`src/verilog/song_params.svh`:
```
// ##########################################################
// Song player timing and ROM geometry
// ##########################################################
`ifndef SONG_PARAMS_SVH
`define SONG_PARAMS_SVH

// Clocks per beat, at least 2; raise for hardware
`define BEAT_CYCLES 4

// Clocks per tone tick
`define TONE_DIV 1

// Song ROM address width
`define ROM_AW 7

// song_sel to base address
`define SONG_BASE_SHIFT 5

`endif

```
`src/verilog/song_pkg.sv`:
```
// ##########################################################
// Song player types: sequencer states, ROM note record
// and the base-octave semitone half-period table
// ##########################################################
package song_pkg;

	typedef enum logic [2:0] {
		IDLE,
		FETCH,
		LOAD,
		PLAY,
		DONE
	} seq_state_t;

	typedef struct packed {
		logic       flag;                  // Unused by the player
		logic [5:0] note;                  // Semitones above A, 0 is a rest
		logic [5:0] beats;                 // 0 ends the song
		logic [2:0] rsvd;
	} note_rec_t;

	// Half-period in tone ticks, A through G# of the lowest octave
	localparam logic [15:0] SEMI_HALF_PER [12] = '{
		16'd128, 16'd121, 16'd114, 16'd108, 16'd102, 16'd96,
		16'd91, 16'd85, 16'd81, 16'd76, 16'd72, 16'd68
	};

endpackage

```
`src/verilog/note_if.sv`:
```
// ##########################################################
// Current note from the sequencer to timer and tone block
// ##########################################################
`timescale 1ns/10ps

interface note_if;

	logic [5:0] note;                  // Semitone number
	logic [5:0] beats;                 // Note length in beats
	logic       load;                  // New note strobe
	logic       done;                  // Last cycle of the note

	modport seq (output note, output beats, output load, input done);

	modport timer (input beats, input load, output done);

	modport tone (input note, input load);

endinterface

```
`src/verilog/beat_timer.sv`:
```
// ##########################################################
// Beat timer, times a note as beats x BEAT_CYCLES clocks
// ##########################################################
`timescale 1ns/10ps
`include "song_params.svh"

module beat_timer (
	input  logic   clk,
	input  logic   rst_n,
	input  logic   play,
	note_if.timer  nf
);

	localparam int BC = `BEAT_CYCLES;
	localparam int PW = $clog2(BC + 1);

	logic [PW-1:0] pre_cnt;                // Cycles left in this beat
	logic [5:0]    beat_cnt;               // Beats left, 0 when idle
	logic          last_cyc;

	assign last_cyc = (beat_cnt == 6'd1) && (pre_cnt == PW'(1));

	// A stale count from an aborted note must not end the new one
	assign nf.done = play && last_cyc && !nf.load;

	always_ff @(posedge clk or negedge rst_n) begin
		if (!rst_n) begin
			pre_cnt  <= '0;
			beat_cnt <= 6'd0;
		end else if (nf.load) begin
			beat_cnt <= nf.beats;
			pre_cnt  <= play ? PW'(BC - 1) : PW'(BC);   // Load cycle is the first one
		end else if (play && beat_cnt != 6'd0) begin
			if (pre_cnt == PW'(1)) begin
				pre_cnt  <= PW'(BC);
				beat_cnt <= beat_cnt - 6'd1;
			end else begin
				pre_cnt <= pre_cnt - 1'b1;
			end
		end
	end

endmodule

```
`src/verilog/song_player.sv`:
```
// ##########################################################
// Song player top, ROM, sequencer, beat timer and tone
// ##########################################################
`timescale 1ns/10ps
`include "song_params.svh"

module song_player (
	input  logic        clk,
	input  logic        rst_n,
	input  logic        play,
	input  logic        restart,
	input  logic [1:0]  song_sel,
	output logic        tone,
	output logic        note_start,
	output logic [5:0]  cur_note,
	output logic        song_done
);

	note_if note_bus ();

	song_pkg::note_rec_t  rom_data;
	logic [`ROM_AW-1:0]   rom_addr;
	logic                 tone_en;

	song_rom u_rom (
		.clk  (clk),
		.addr (rom_addr),
		.dout (rom_data)
	);

	song_sequencer u_seq (
		.clk        (clk),
		.rst_n      (rst_n),
		.play       (play),
		.restart    (restart),
		.song_sel   (song_sel),
		.rom_data   (rom_data),
		.rom_addr   (rom_addr),
		.tone_en    (tone_en),
		.note_start (note_start),
		.song_done  (song_done),
		.cur_note   (cur_note),
		.nf         (note_bus.seq)
	);

	beat_timer u_timer (
		.clk   (clk),
		.rst_n (rst_n),
		.play  (play),
		.nf    (note_bus.timer)
	);

	tone_gen u_tone (
		.clk     (clk),
		.rst_n   (rst_n),
		.tone_en (tone_en),
		.tone    (tone),
		.nf      (note_bus.tone)
	);

endmodule

```
`src/verilog/song_rom.sv`:
```
// ##########################################################
// Song ROM, 128 note records with one clock read latency
// Songs at 0 and 32, unlisted entries end a song
// ##########################################################
`timescale 1ns/10ps
`include "song_params.svh"

module song_rom (
	input  logic                   clk,
	input  logic [`ROM_AW-1:0]     addr,
	output song_pkg::note_rec_t    dout
);

	always_ff @(posedge clk) begin
		case (addr)
			7'd0:  dout <= {1'b0, 6'd28, 6'd48, 3'b000};     // 3C
			7'd1:  dout <= {1'b0, 6'd40, 6'd48, 3'b000};     // 4C
			7'd2:  dout <= {1'b0, 6'd52, 6'd48, 3'b000};     // 5C
			7'd3:  dout <= {1'b1, 6'd0, 6'd48, 3'b000};
			7'd4:  dout <= {1'b0, 6'd27, 6'd48, 3'b000};     // 3B
			7'd5:  dout <= {1'b0, 6'd39, 6'd32, 3'b000};     // 4B
			7'd6:  dout <= {1'b0, 6'd51, 6'd16, 3'b000};     // 5B
			7'd7:  dout <= {1'b1, 6'd0, 6'd16, 3'b000};
			7'd8:  dout <= {1'b0, 6'd0, 6'd32, 3'b000};
			7'd9:  dout <= {1'b1, 6'd0, 6'd16, 3'b000};
			7'd10: dout <= {1'b0, 6'd0, 6'd16, 3'b000};
			7'd11: dout <= {1'b1, 6'd0, 6'd16, 3'b000};
			7'd12: dout <= {1'b0, 6'd30, 6'd48, 3'b000};     // 3D
			7'd13: dout <= {1'b0, 6'd54, 6'd48, 3'b000};     // 5D
			7'd14: dout <= {1'b1, 6'd0, 6'd48, 3'b000};
			7'd15: dout <= {1'b0, 6'd32, 6'd48, 3'b000};     // 3E
			7'd16: dout <= {1'b0, 6'd56, 6'd16, 3'b000};     // 5E
			7'd17: dout <= {1'b1, 6'd0, 6'd48, 3'b000};
			7'd18: dout <= {1'b0, 6'd33, 6'd48, 3'b000};     // 3F
			7'd19: dout <= {1'b1, 6'd0, 6'd48, 3'b000};
			7'd20: dout <= {1'b0, 6'd35, 6'd32, 3'b000};     // 3G
			7'd21: dout <= {1'b1, 6'd0, 6'd32, 3'b000};
			7'd22: dout <= {1'b0, 6'd25, 6'd32, 3'b000};     // 3A
			7'd23: dout <= {1'b1, 6'd0, 6'd16, 3'b000};
			7'd24: dout <= {1'b0, 6'd27, 6'd16, 3'b000};     // 3B
			7'd25: dout <= {1'b1, 6'd0, 6'd16, 3'b000};      // Last record of song 0
			7'd32: dout <= {1'b1, 6'd35, 6'd36, 3'b000};     // 3G, song 1 starts
			7'd33: dout <= {1'b1, 6'd42, 6'd36, 3'b000};     // 4D
			7'd34: dout <= {1'b1, 6'd38, 6'd54, 3'b000};     // 4A#
			7'd35: dout <= {1'b1, 6'd37, 6'd18, 3'b000};     // 4A
			7'd36: dout <= {1'b1, 6'd35, 6'd18, 3'b000};     // 3G
			7'd37: dout <= {1'b1, 6'd38, 6'd18, 3'b000};     // 4A#
			7'd38: dout <= {1'b1, 6'd37, 6'd18, 3'b000};     // 4A
			7'd39: dout <= {1'b1, 6'd35, 6'd18, 3'b000};     // 3G
			7'd40: dout <= {1'b1, 6'd34, 6'd18, 3'b000};     // 3F#
			7'd41: dout <= {1'b1, 6'd37, 6'd18, 3'b000};     // 4A
			7'd42: dout <= {1'b1, 6'd30, 6'd36, 3'b000};     // 3D
			7'd43: dout <= {1'b1, 6'd35, 6'd18, 3'b000};     // 3G
			7'd44: dout <= {1'b1, 6'd30, 6'd18, 3'b000};     // 3D
			7'd45: dout <= {1'b1, 6'd37, 6'd18, 3'b000};     // 4A
			7'd46: dout <= {1'b1, 6'd30, 6'd18, 3'b000};     // 3D
			7'd47: dout <= {1'b1, 6'd38, 6'd18, 3'b000};     // 4A#
			7'd48: dout <= {1'b1, 6'd37, 6'd9, 3'b000};      // 4A
			7'd49: dout <= {1'b1, 6'd35, 6'd9, 3'b000};      // 3G
			7'd50: dout <= {1'b1, 6'd37, 6'd18, 3'b000};     // 4A
			7'd51: dout <= {1'b1, 6'd30, 6'd18, 3'b000};     // 3D
			7'd52: dout <= {1'b1, 6'd35, 6'd18, 3'b000};     // 3G
			7'd53: dout <= {1'b1, 6'd30, 6'd9, 3'b000};      // 3D
			7'd54: dout <= {1'b1, 6'd35, 6'd9, 3'b000};      // 3G
			7'd55: dout <= {1'b1, 6'd37, 6'd18, 3'b000};     // 4A
			7'd56: dout <= {1'b1, 6'd30, 6'd9, 3'b000};      // 3D
			7'd57: dout <= {1'b1, 6'd37, 6'd9, 3'b000};      // 4A
			7'd58: dout <= {1'b1, 6'd38, 6'd18, 3'b000};     // 4A#
			7'd59: dout <= {1'b1, 6'd37, 6'd9, 3'b000};      // 4A
			7'd60: dout <= {1'b1, 6'd35, 6'd9, 3'b000};      // 3G
			7'd61: dout <= {1'b1, 6'd37, 6'd9, 3'b000};      // 4A
			7'd62: dout <= {1'b1, 6'd30, 6'd9, 3'b000};      // 3D
			7'd63: dout <= {1'b1, 6'd42, 6'd9, 3'b000};      // 4D
			7'd64: dout <= {1'b1, 6'd43, 6'd6, 3'b000};      // 4D#
			7'd65: dout <= {1'b1, 6'd44, 6'd8, 3'b000};      // 4E
			7'd66: dout <= {1'b1, 6'd0, 6'd34, 3'b000};
			7'd67: dout <= {1'b1, 6'd46, 6'd6, 3'b000};      // 4F#
			7'd68: dout <= {1'b1, 6'd47, 6'd8, 3'b000};      // 4G
			7'd69: dout <= {1'b1, 6'd0, 6'd34, 3'b000};
			7'd70: dout <= {1'b1, 6'd43, 6'd6, 3'b000};      // 4D#
			7'd71: dout <= {1'b1, 6'd44, 6'd8, 3'b000};      // 4E
			7'd72: dout <= {1'b1, 6'd0, 6'd10, 3'b000};
			7'd73: dout <= {1'b1, 6'd46, 6'd6, 3'b000};      // 4F#
			7'd74: dout <= {1'b1, 6'd47, 6'd8, 3'b000};      // 4G
			7'd75: dout <= {1'b1, 6'd0, 6'd10, 3'b000};
			7'd76: dout <= {1'b1, 6'd52, 6'd6, 3'b000};      // 5C
			7'd77: dout <= {1'b1, 6'd51, 6'd8, 3'b000};      // 5B
			7'd78: dout <= {1'b1, 6'd0, 6'd10, 3'b000};
			7'd79: dout <= {1'b1, 6'd44, 6'd6, 3'b000};      // 4E
			7'd80: dout <= {1'b1, 6'd47, 6'd8, 3'b000};      // 4G
			7'd81: dout <= {1'b1, 6'd0, 6'd10, 3'b000};
			7'd82: dout <= {1'b1, 6'd51, 6'd6, 3'b000};      // 5B
			7'd83: dout <= {1'b1, 6'd50, 6'd56, 3'b000};     // 5A#
			7'd84: dout <= {1'b1, 6'd49, 6'd8, 3'b000};      // 5A
			7'd85: dout <= {1'b1, 6'd47, 6'd8, 3'b000};      // 4G
			7'd86: dout <= {1'b1, 6'd44, 6'd8, 3'b000};      // 4E
			7'd87: dout <= {1'b1, 6'd42, 6'd8, 3'b000};      // 4D
			7'd88: dout <= {1'b1, 6'd44, 6'd40, 3'b000};     // 4E
			7'd89: dout <= {1'b1, 6'd0, 6'd60, 3'b000};
			7'd90: dout <= {1'b1, 6'd43, 6'd6, 3'b000};      // 4D#
			7'd91: dout <= {1'b1, 6'd44, 6'd14, 3'b000};     // 4E
			7'd92: dout <= {1'b1, 6'd0, 6'd28, 3'b000};
			7'd93: dout <= {1'b1, 6'd46, 6'd6, 3'b000};      // 4F#
			7'd94: dout <= {1'b1, 6'd47, 6'd16, 3'b000};     // 4G
			7'd95: dout <= {1'b1, 6'd0, 6'd26, 3'b000};
			default: dout <= {1'b1, 6'd0, 6'd0, 3'b000};     // Empty, zero beats
		endcase
	end

endmodule

```
`src/verilog/song_sequencer.sv`:
```
// ##########################################################
// Song sequencer FSM, walks the ROM from the selected base
// and hands each note to the beat timer and tone generator
// ##########################################################
`timescale 1ns/10ps
`include "song_params.svh"

module song_sequencer (
	input  logic                   clk,
	input  logic                   rst_n,
	input  logic                   play,
	input  logic                   restart,
	input  logic [1:0]             song_sel,
	input  song_pkg::note_rec_t    rom_data,
	output logic [`ROM_AW-1:0]     rom_addr,
	output logic                   tone_en,
	output logic                   note_start,
	output logic                   song_done,
	output logic [5:0]             cur_note,
	note_if.seq                    nf
);

	localparam int AW = `ROM_AW;

	song_pkg::seq_state_t state;
	song_pkg::seq_state_t state_nxt;
	logic [AW-1:0] base_addr;
	logic          wrapped;                // Advanced past the last address
	logic          song_end;
	logic          load_q;
	logic [5:0]    note_q;
	logic [5:0]    beats_q;

	assign base_addr = AW'(song_sel) << `SONG_BASE_SHIFT;
	assign song_end  = (rom_data.beats == 6'd0) || wrapped;

	always_comb begin
		state_nxt = state;
		if (restart) begin
			state_nxt = song_pkg::FETCH;
		end else if (play) begin
			case (state)
				song_pkg::IDLE:  state_nxt = song_pkg::FETCH;
				song_pkg::FETCH: state_nxt = song_pkg::LOAD;
				song_pkg::LOAD:  state_nxt = song_end ? song_pkg::DONE : song_pkg::PLAY;
				song_pkg::PLAY:  state_nxt = nf.done ? song_pkg::FETCH : song_pkg::PLAY;
				song_pkg::DONE:  state_nxt = song_pkg::DONE;   // Only restart leaves
				default:         state_nxt = song_pkg::IDLE;
			endcase
		end
	end

	always_ff @(posedge clk or negedge rst_n) begin
		if (!rst_n) begin
			state    <= song_pkg::IDLE;
			rom_addr <= '0;
			wrapped  <= 1'b0;
			load_q   <= 1'b0;
			note_q   <= 6'd0;
			beats_q  <= 6'd0;
		end else begin
			state  <= state_nxt;
			load_q <= 1'b0;
			if (restart || (state == song_pkg::IDLE && state_nxt == song_pkg::FETCH)) begin
				rom_addr <= base_addr;         // Start of the selected song
				wrapped  <= 1'b0;
			end else if (state == song_pkg::PLAY && state_nxt == song_pkg::FETCH) begin
				rom_addr <= rom_addr + 1'b1;
				wrapped  <= &rom_addr;
			end else if (state == song_pkg::LOAD && state_nxt == song_pkg::PLAY) begin
				load_q  <= 1'b1;               // Strobe lands in the first PLAY cycle
				note_q  <= rom_data.note;
				beats_q <= rom_data.beats;
			end
		end
	end

	assign nf.note    = note_q;
	assign nf.beats   = beats_q;
	assign nf.load    = load_q;
	assign note_start = load_q;
	assign cur_note   = note_q;
	assign song_done  = (state == song_pkg::DONE);
	assign tone_en    = (state == song_pkg::PLAY) && play;

endmodule

```
`src/verilog/tone_gen.sv`:
```
// ##########################################################
// Tone generator, square wave at the pitch of the current
// note, half-period from the semitone table by octave
// ##########################################################
`timescale 1ns/10ps
`include "song_params.svh"

module tone_gen (
	input  logic  clk,
	input  logic  rst_n,
	input  logic  tone_en,
	output logic  tone,
	note_if.tone  nf
);

	localparam int DIV = `TONE_DIV;
	localparam int DW  = (DIV > 1) ? $clog2(DIV) : 1;

	logic [DW-1:0] div_cnt;
	logic          tick;
	logic [5:0]    note_m1;
	logic [2:0]    octave;
	logic [5:0]    oct_base;
	logic [3:0]    semi;
	logic [15:0]   half_per;
	logic [15:0]   per_cnt;
	logic          tone_q;
	logic          sounding;

	assign note_m1 = nf.note - 6'd1;

	always_comb begin
		if (note_m1 >= 6'd60)
			octave = 3'd5;
		else if (note_m1 >= 6'd48)
			octave = 3'd4;
		else if (note_m1 >= 6'd36)
			octave = 3'd3;
		else if (note_m1 >= 6'd24)
			octave = 3'd2;
		else if (note_m1 >= 6'd12)
			octave = 3'd1;
		else
			octave = 3'd0;
	end

	assign oct_base = 6'd12 * {3'd0, octave};
	assign semi     = 4'(note_m1 - oct_base);
	assign half_per = song_pkg::SEMI_HALF_PER[semi] >> octave;

	assign sounding = tone_en && (nf.note != 6'd0);     // Rests stay silent
	assign tick     = (div_cnt == DW'(DIV - 1));

	always_ff @(posedge clk or negedge rst_n) begin
		if (!rst_n) begin
			div_cnt <= '0;
			per_cnt <= 16'd0;
			tone_q  <= 1'b0;
		end else if (nf.load) begin
			div_cnt <= '0;                     // Phase starts at the new note
			per_cnt <= 16'd0;
			tone_q  <= 1'b0;
		end else if (!sounding) begin
			tone_q <= 1'b0;                    // Count held while paused
		end else begin
			div_cnt <= tick ? '0 : div_cnt + 1'b1;
			if (tick) begin
				if (per_cnt + 16'd1 >= half_per) begin
					per_cnt <= 16'd0;
					tone_q  <= ~tone_q;
				end else begin
					per_cnt <= per_cnt + 16'd1;
				end
			end
		end
	end

	assign tone = tone_q && sounding;

endmodule

```
`config.mk`:
```
export PLATFORM = sky130hd
export DESIGN_NAME = song_player
export DESIGN_NICKNAME = d
export VERILOG_FILES = /design/src/verilog/song_pkg.sv /design/src/verilog/note_if.sv /design/src/verilog/beat_timer.sv /design/src/verilog/song_player.sv /design/src/verilog/song_rom.sv /design/src/verilog/song_sequencer.sv /design/src/verilog/tone_gen.sv
export VERILOG_INCLUDE_DIRS = /design/src /design/src/verilog
export SDC_FILE = /design/constraint.sdc
export NUM_CORES = 1
export LEC_CHECK = 0
export ABC_AREA = 0
export CORE_MARGIN = 1
export CORE_UTILIZATION = 50
export CTS_CLUSTER_SIZE = 14
export DETAILED_ROUTE_END_ITERATION = 8
export DONT_BUFFER_PORTS = 1
export PLACE_DENSITY = 0.75
export SKIP_CTS_REPAIR_TIMING = 1
export SLEW_MARGIN = 25
export SYNTH_ARGS = -nofsm -noshare
export SYNTH_HDL_FRONTEND = slang
export SYNTH_SLANG_ARGS = --single-unit
```
`constraint.sdc`:
```
create_clock -name clk -period 10.98 [get_ports clk]
set_clock_uncertainty 0.05 [all_clocks]
set_input_delay 0.549 -clock clk [delete_from_list [all_inputs] [get_ports clk]]
set_output_delay 0.549 -clock clk [all_outputs]
set_load 0.03 [all_outputs]
```
Word-level counts from Yosys, hierarchy flattened

Memory sizes are Yosys's and may differ from the RTL's. A register that Yosys moved wholly into a read port is not among the register bits.
Index checks and enable logic that the tools add are counted.

Output and inout bits: 9
Memories: 2
Register bits: 51
Memory bits (read-only): 1920
Word-level logic and storage cells: 107
Input port bits: 6

Reduce and logical (&&, ||, !) cells: 26
Magnitude comparators: 7
Add/subtract/negate cells: 7
Muxes and demuxes: 37
$mul: 1
Shift operators: 1
Bitwise logic cells: 4
Equality and inequality tests: 11

Memory list:

| name             | words | bits a word | read ports | clocked after Yosys merged registers in | write ports | line           | RTL |
|---|---|---|---|---|---|---|---|
| (name not given) | 128   | 13          | 1          | 1                                       | 0           | song_rom.sv:15 | `case (addr)` |
| (name not given) | 16    | 16          | 1          | 0                                       | 0           | tone_gen.sv:49 | `assign half_per = song_pkg::SEMI_HALF_PER[semi] >> octave;` |

Operator list:

| operator                | number |
|---|---|
| $mux W16                | 6 |
| $mux W3                 | 11 |
| $ge A6 B6 Y1 const B    | 3 |
| $mux W6                 | 3 |
| $add A16 B1 Y16 const B | 1 |
| $ge A16 B16 Y1          | 1 |
| $shr A16 B3 Y16         | 1 |
| $pmux W3 S5             | 1 |
| $mux W7                 | 2 |
| $mux W1                 | 13 |
| $reduce_bool A6 Y1      | 2 |
| $sub A6 B1 Y6 const B   | 2 |
| $logic_and A1 B1 Y1     | 10 |
| $eq A3 B1 Y1 const B    | 3 |
| $eq A3 B2 Y1 const B    | 3 |
| $reduce_bool A2 Y1      | 4 |
| $add A7 B1 Y7 const B   | 1 |
| $reduce_and A7 Y1       | 1 |
| $eq A6 B1 Y1 const B    | 1 |
| $ge A6 B4 Y1 const B    | 1 |
| $ge A6 B5 Y1 const B    | 1 |
| $logic_not A6 Y1        | 1 |
| $ne A3 B3 Y1 const B    | 2 |
| $reduce_and A2 Y1       | 3 |
| 14 further kinds        | 17 |

Logic depth before layout (Yosys ltp)

Depth after elaboration: 19
Mapped depth: 25
Depth with buffers taken out: 21

By module

Synthesis repeated with hierarchy kept, for this count alone.

Cells, all modules: 666
Area total of the unflattened synthesis: 5743.0 sq um

By module, submodules not included:

| module         | times used | area each (sq um) | cells each |
|---|---|---|---|
| tone_gen       | 1          | 2039.5            | 247 |
| song_rom       | 1          | 1858.0            | 239 |
| song_sequencer | 1          | 1167.4            | 106 |
| beat_timer     | 1          | 678.2             | 74 |

Worst setup path after synthesis

No wires, ideal clock.

Path kind: register to register
Start point: register u_seq.note_q[0] (netlist: u_seq.cur_note[0])
End point: register u_tone.tone_q
Required time: 10.805 ns
Arrival: 5.158 ns
Path slack: 5.647 ns
Period minus slack after synthesis: 5.333 ns
Cell stages (with the launch flop): 25
Cell sequence: dfrtp_1 buf_6 inv_1 ha_1 buf_2 or3_4 a32oi_2 nand3_2 or2_4 buf_6 buf_2 ha_1 or3_1 buf_2 nand2_1 mux2i_1 a221o_1 ha_1 nand2b_1 a21o_1 a21o_1 a21oi_1 o32a_1 nand2_1 mux2_2

Word-level cells in the longest chain between the ends: 17
Elaborated cells on any way between the ends: 26

RTL lines:

| element                                     | line                 | RTL |
|---|---|---|
| start, declared                             | song_sequencer.sv:31 | `logic [5:0] note_q;` |
| start signal, assigned                      | song_sequencer.sv:72 | `note_q <= rom_data.note;` |
| $sub A6 B1 Y6                               | tone_gen.sv:30       | `assign note_m1 = nf.note - 6'd1;` |
| $ge A6 B4 Y1                                | tone_gen.sv:41       | `else if (note_m1 >= 6'd12)` |
| $mux W1                                     | tone_gen.sv:41       |  |
| $mux W3                                     | tone_gen.sv:39       | `else if (note_m1 >= 6'd24)` |
| $mux W3                                     | tone_gen.sv:37       | `else if (note_m1 >= 6'd36)` |
| $mux W3                                     | tone_gen.sv:35       | `else if (note_m1 >= 6'd48)` |
| $mux W3                                     | tone_gen.sv:33       | `if (note_m1 >= 6'd60)` |
| $mul A2 B3 Y2                               | tone_gen.sv:47       | `assign oct_base = 6'd12 * {3'd0, octave};` |
| $sub A4 B4 Y4                               | tone_gen.sv:48       | `assign semi = 4'(note_m1 - oct_base);` |
| $not A4 Y5 (implied by the code)            | tone_gen.sv:49       |  |
| $mem_v2 Z16 W16                             | --                   |  |
| $mux W16 (implied by the code) (2 in a row) | tone_gen.sv:49       |  |
| $shr A16 B3 Y16                             | tone_gen.sv:49       |  |
| $ge A16 B16 Y1                              | tone_gen.sv:68       | `if (per_cnt + 16'd1 >= half_per) begin` |
| $ne A3 B3 Y1 (no source line)               | --                   |  |
| $reduce_and A2 Y1 (no source line)          | --                   |  |
| end signal, assigned                        | tone_gen.sv:70       | `tone_q <= ~tone_q;` |
| end, declared                               | tone_gen.sv:27       | `logic tone_q;` |

Parallel ways exist; a longest one is shown, timed or not. The select of a mux whose other input is x is not followed.
A chain may end at the register's enable or synchronous reset.

Worst setup path after layout

Ends and elaborated chain as after synthesis.

==> flow_summary.toml <==
[drt]
drc = 0
firstDrtPassIters = 5
wire_per_inst_um = 15.8
drt-vias-per-instance = 6.20
vias = 4610
wl_um = 11700
postRouteAntennaNets = 0
drt_first_iter_violations = 292

[timing]
fin_crit_ps = 5820
tightest_slew_ps = 930
setup_viol = 0
tns_ps = 0
hold_viol_final = 0
period_share_pct = 53.0
max_freq_mhz = 172
rsz0062_at_grt = "false"
final-max-slew-violation-count = 0
slew_headroom_pct = 37.9

[grt]
grt_max_degree = 58
grt_overflow = 0
track_usage_pct = 23.4
antenna_found_initial = 0
grt_pass1_vias = 4161
grt_pass1_wl_um = 19500

[floorplan]
die_area_um2 = 10600
die_h_um = 103
io_pins = 15
fp.dieW_um = 103
core-area_um2 = 9820
num_rows = 36
initial_core_util_pct = 51.7

[critical_path]
critical_path.max_stage_delay_ps = 790
setup.worst_path.start_class = "flip-flop"
arrival_ps = 6000
cpMaxStageDelayCell = "dfrtp_1"
worstPathMaxFanout = 21
crit_required_ps = 11160
worst-setup-path-type = "reg2reg"
path_cells = "inv_1, ha_1, or3_4, a32oi_2, nand3_2, or2_4, ha_1, inv_1, a21oi_1, inv_1, o21ai_0, mux2i_1, a221o_1, ha_1, nand2b_1, a21o_1, a21o_1, a21oi_1, o32a_1, nand2_1, mux2_2"
endpoint_kind = "flip-flop"

[cells_and_area]
diodes = 0
layout_common_cells = "nand2_1 (81), nor2_1 (53), dfrtp_1 (50), o21ai_0 (44), a21oi_1 (43)"
layout_commonest_cell = "nand2_1"
post_route_cells_drive_above_1_share_pct = 8.69
syn_to_final_growth_pct = 5.10
fin_cells = 743
finalNetCount = 640

[outcome]
status = "finished clean"

[clock_network]
cts_made_buffers = 9
htree_levels = 3
clk_path_buf_depth = 2
cts.sinks = 62
clk_pin_slew_ps = 80
clkLatencyLatePin_ps = 340
tritoncts = "built"
cts-root-buf = "clkbuf_8"

[synth]
syn_nets = 670
seq_area_frac_synth_pct = 29.4
synth_warnings = 0
avgSynthCellArea_um2 = 8.00
synth_edf_count = 0
async_reset_ff_share_pct = 80.6
yosysUniqueCellTypes = 78
syn_area_um2 = 5080
yosys_register_bits = 62
ys.flop_type = "dfrtp_1"
netlist_instances = 635

[placement]
dpl.hpwl_um = 8240
portBuffers = 0
finalWeightedCongestion = 0.922
place_inst = 725

[pwr]
p_leak_uw = 0.00219
ir_drop_v = 0.0000845
p_per_area_nw_per_um2 = 211

[hold_path]
min_path_type = "in2reg"

[run]
maxCapViolations = 0
worst max-delay path: cells and delay by family, from the launching register on:
family	cells	cell delay, ps
compound gates	8	1650
fa+ha+maj	3	1190
buf+inv	3	470
flops	1	790
mux	2	430
simple gates	5	1130
layout make-up:
type | count | area, µm²
Fill cell | 938 | 4480
Inverter | 26 | 97.6
Clock buffer | 9 | 124
Clock inverter | 7 | 98.8
Sequential cell | 62 | 1490
Tap cell | 133 | 166
Timing Repair Buffer | 7 | 75.1
Multi-Input combinational cell | 499 | 3280
report_power, final:
part           switching, µW  internal (µW)
Combinational            317            250
Clock                   93.1            128
Sequential              73.5            266
Total                    484            644
state kept, by name, indices dropped and copies added, names as in the netlist:
signal            cells
u_tone.per_cnt       16
u_rom.dout           12
u_seq.rom_addr        7
u_seq.cur_note        6
u_seq.nf.beats        6
u_timer.beat_cnt      6
u_seq.state           3
u_timer.pre_cnt       3
u_seq.nf.load         1
u_seq.wrapped         1
u_tone.tone_q         1
routing by layer:
layer	wire [µm]	track usage [%]	part of all wire, %	up-vias
met5	0	0	0	-
met4	155	6.93	1.3	0
met3	773	4.88	6.6	14
met2	5830	39.1	50	173
met1	4970	30.4	42	2180
li1	-	-	-	2243
synthesized netlist by cell type, types with 6 or more instances:
library cell | instances | area, µm²
xnor2_1 | 12 | 105
mux2i_1 | 12 | 120
nand2b_1 | 10 | 62.6
nor2_1 | 53 | 199
o21ai_0 | 45 | 225
nor3_1 | 16 | 80.1
xor2_1 | 7 | 61.3
nand2_1 | 81 | 304
dfrtp_1 | 50 | 1250
o211ai_1 | 13 | 97.6
dfxtp_1 | 12 | 240
nor2b_1 | 9 | 56.3
a21o_1 | 6 | 45.0
buf_2 | 8 | 40.0
nand3_1 | 18 | 90.1
o21a_1 | 9 | 67.6
mux2_2 | 11 | 124
and2_1 | 12 | 75.1
o22ai_1 | 7 | 43.8
clkbuf_1 | 33 | 124
a21oi_1 | 43 | 215
ha_1 | 29 | 363
nand4_1 | 7 | 43.8
inv_1 | 25 | 93.8
a211oi_1 | 10 | 75.1
path summary, 6_finish.rpt:
check                             startpoint                  to  slack [ps]  cells after the start
max                        u_seq.cur_note[0]       u_tone.tone_q        5160                     21
min reg2reg                   u_rom.dout[12]   u_seq.cur_note[3]         390                      2
min                                  restart      u_seq.state[1]         210                      1
min in group asynchronous              rst_n  u_tone.per_cnt[13]         660                      2
max in group asynchronous              rst_n   u_seq.rom_addr[2]        9990                      2
max reg2reg                u_seq.cur_note[0]       u_tone.tone_q        5160                     21
through the flow:
step | hold WS [ps] | setup WS (ps) | area, µm² | total power (µW) | util, %
2_1_floorplan | 203 | 5650 | 5080 | 803 | -
3_3_place_gp | 205 | 5320 | 5080 | 885 | 51.7
3_5_place_dp | 205 | 5120 | 5080 | 898 | 51.7
4_1_cts | -173 | 5120 | 5300 | 1120 | 54.0
5_1_grt | 184 | 4680 | 5340 | 1220 | 54.4
6_report | 206 | 5160 | 5340 | 1130 | 54.4
cells by family (layout without fill, tap and decap cells):
group / Yosys count / after routing / synth area share, %
flip-flops: 62 / 62 / 29.4
multiplexers: 25 / 25 / 5.69
XOR/XNOR: 19 / 19 / 3.28
AND/OR/NAND/NOR: 240 / 240 / 23.6
AO/OA/AOI/OAI: 186 / 186 / 24.9
adder cells (fa/ha/maj): 29 / 29 / 7.14
buffers and inverters: 74 / 49 / 5.96
No activity file was read; power rests on OpenSTA's default activity.
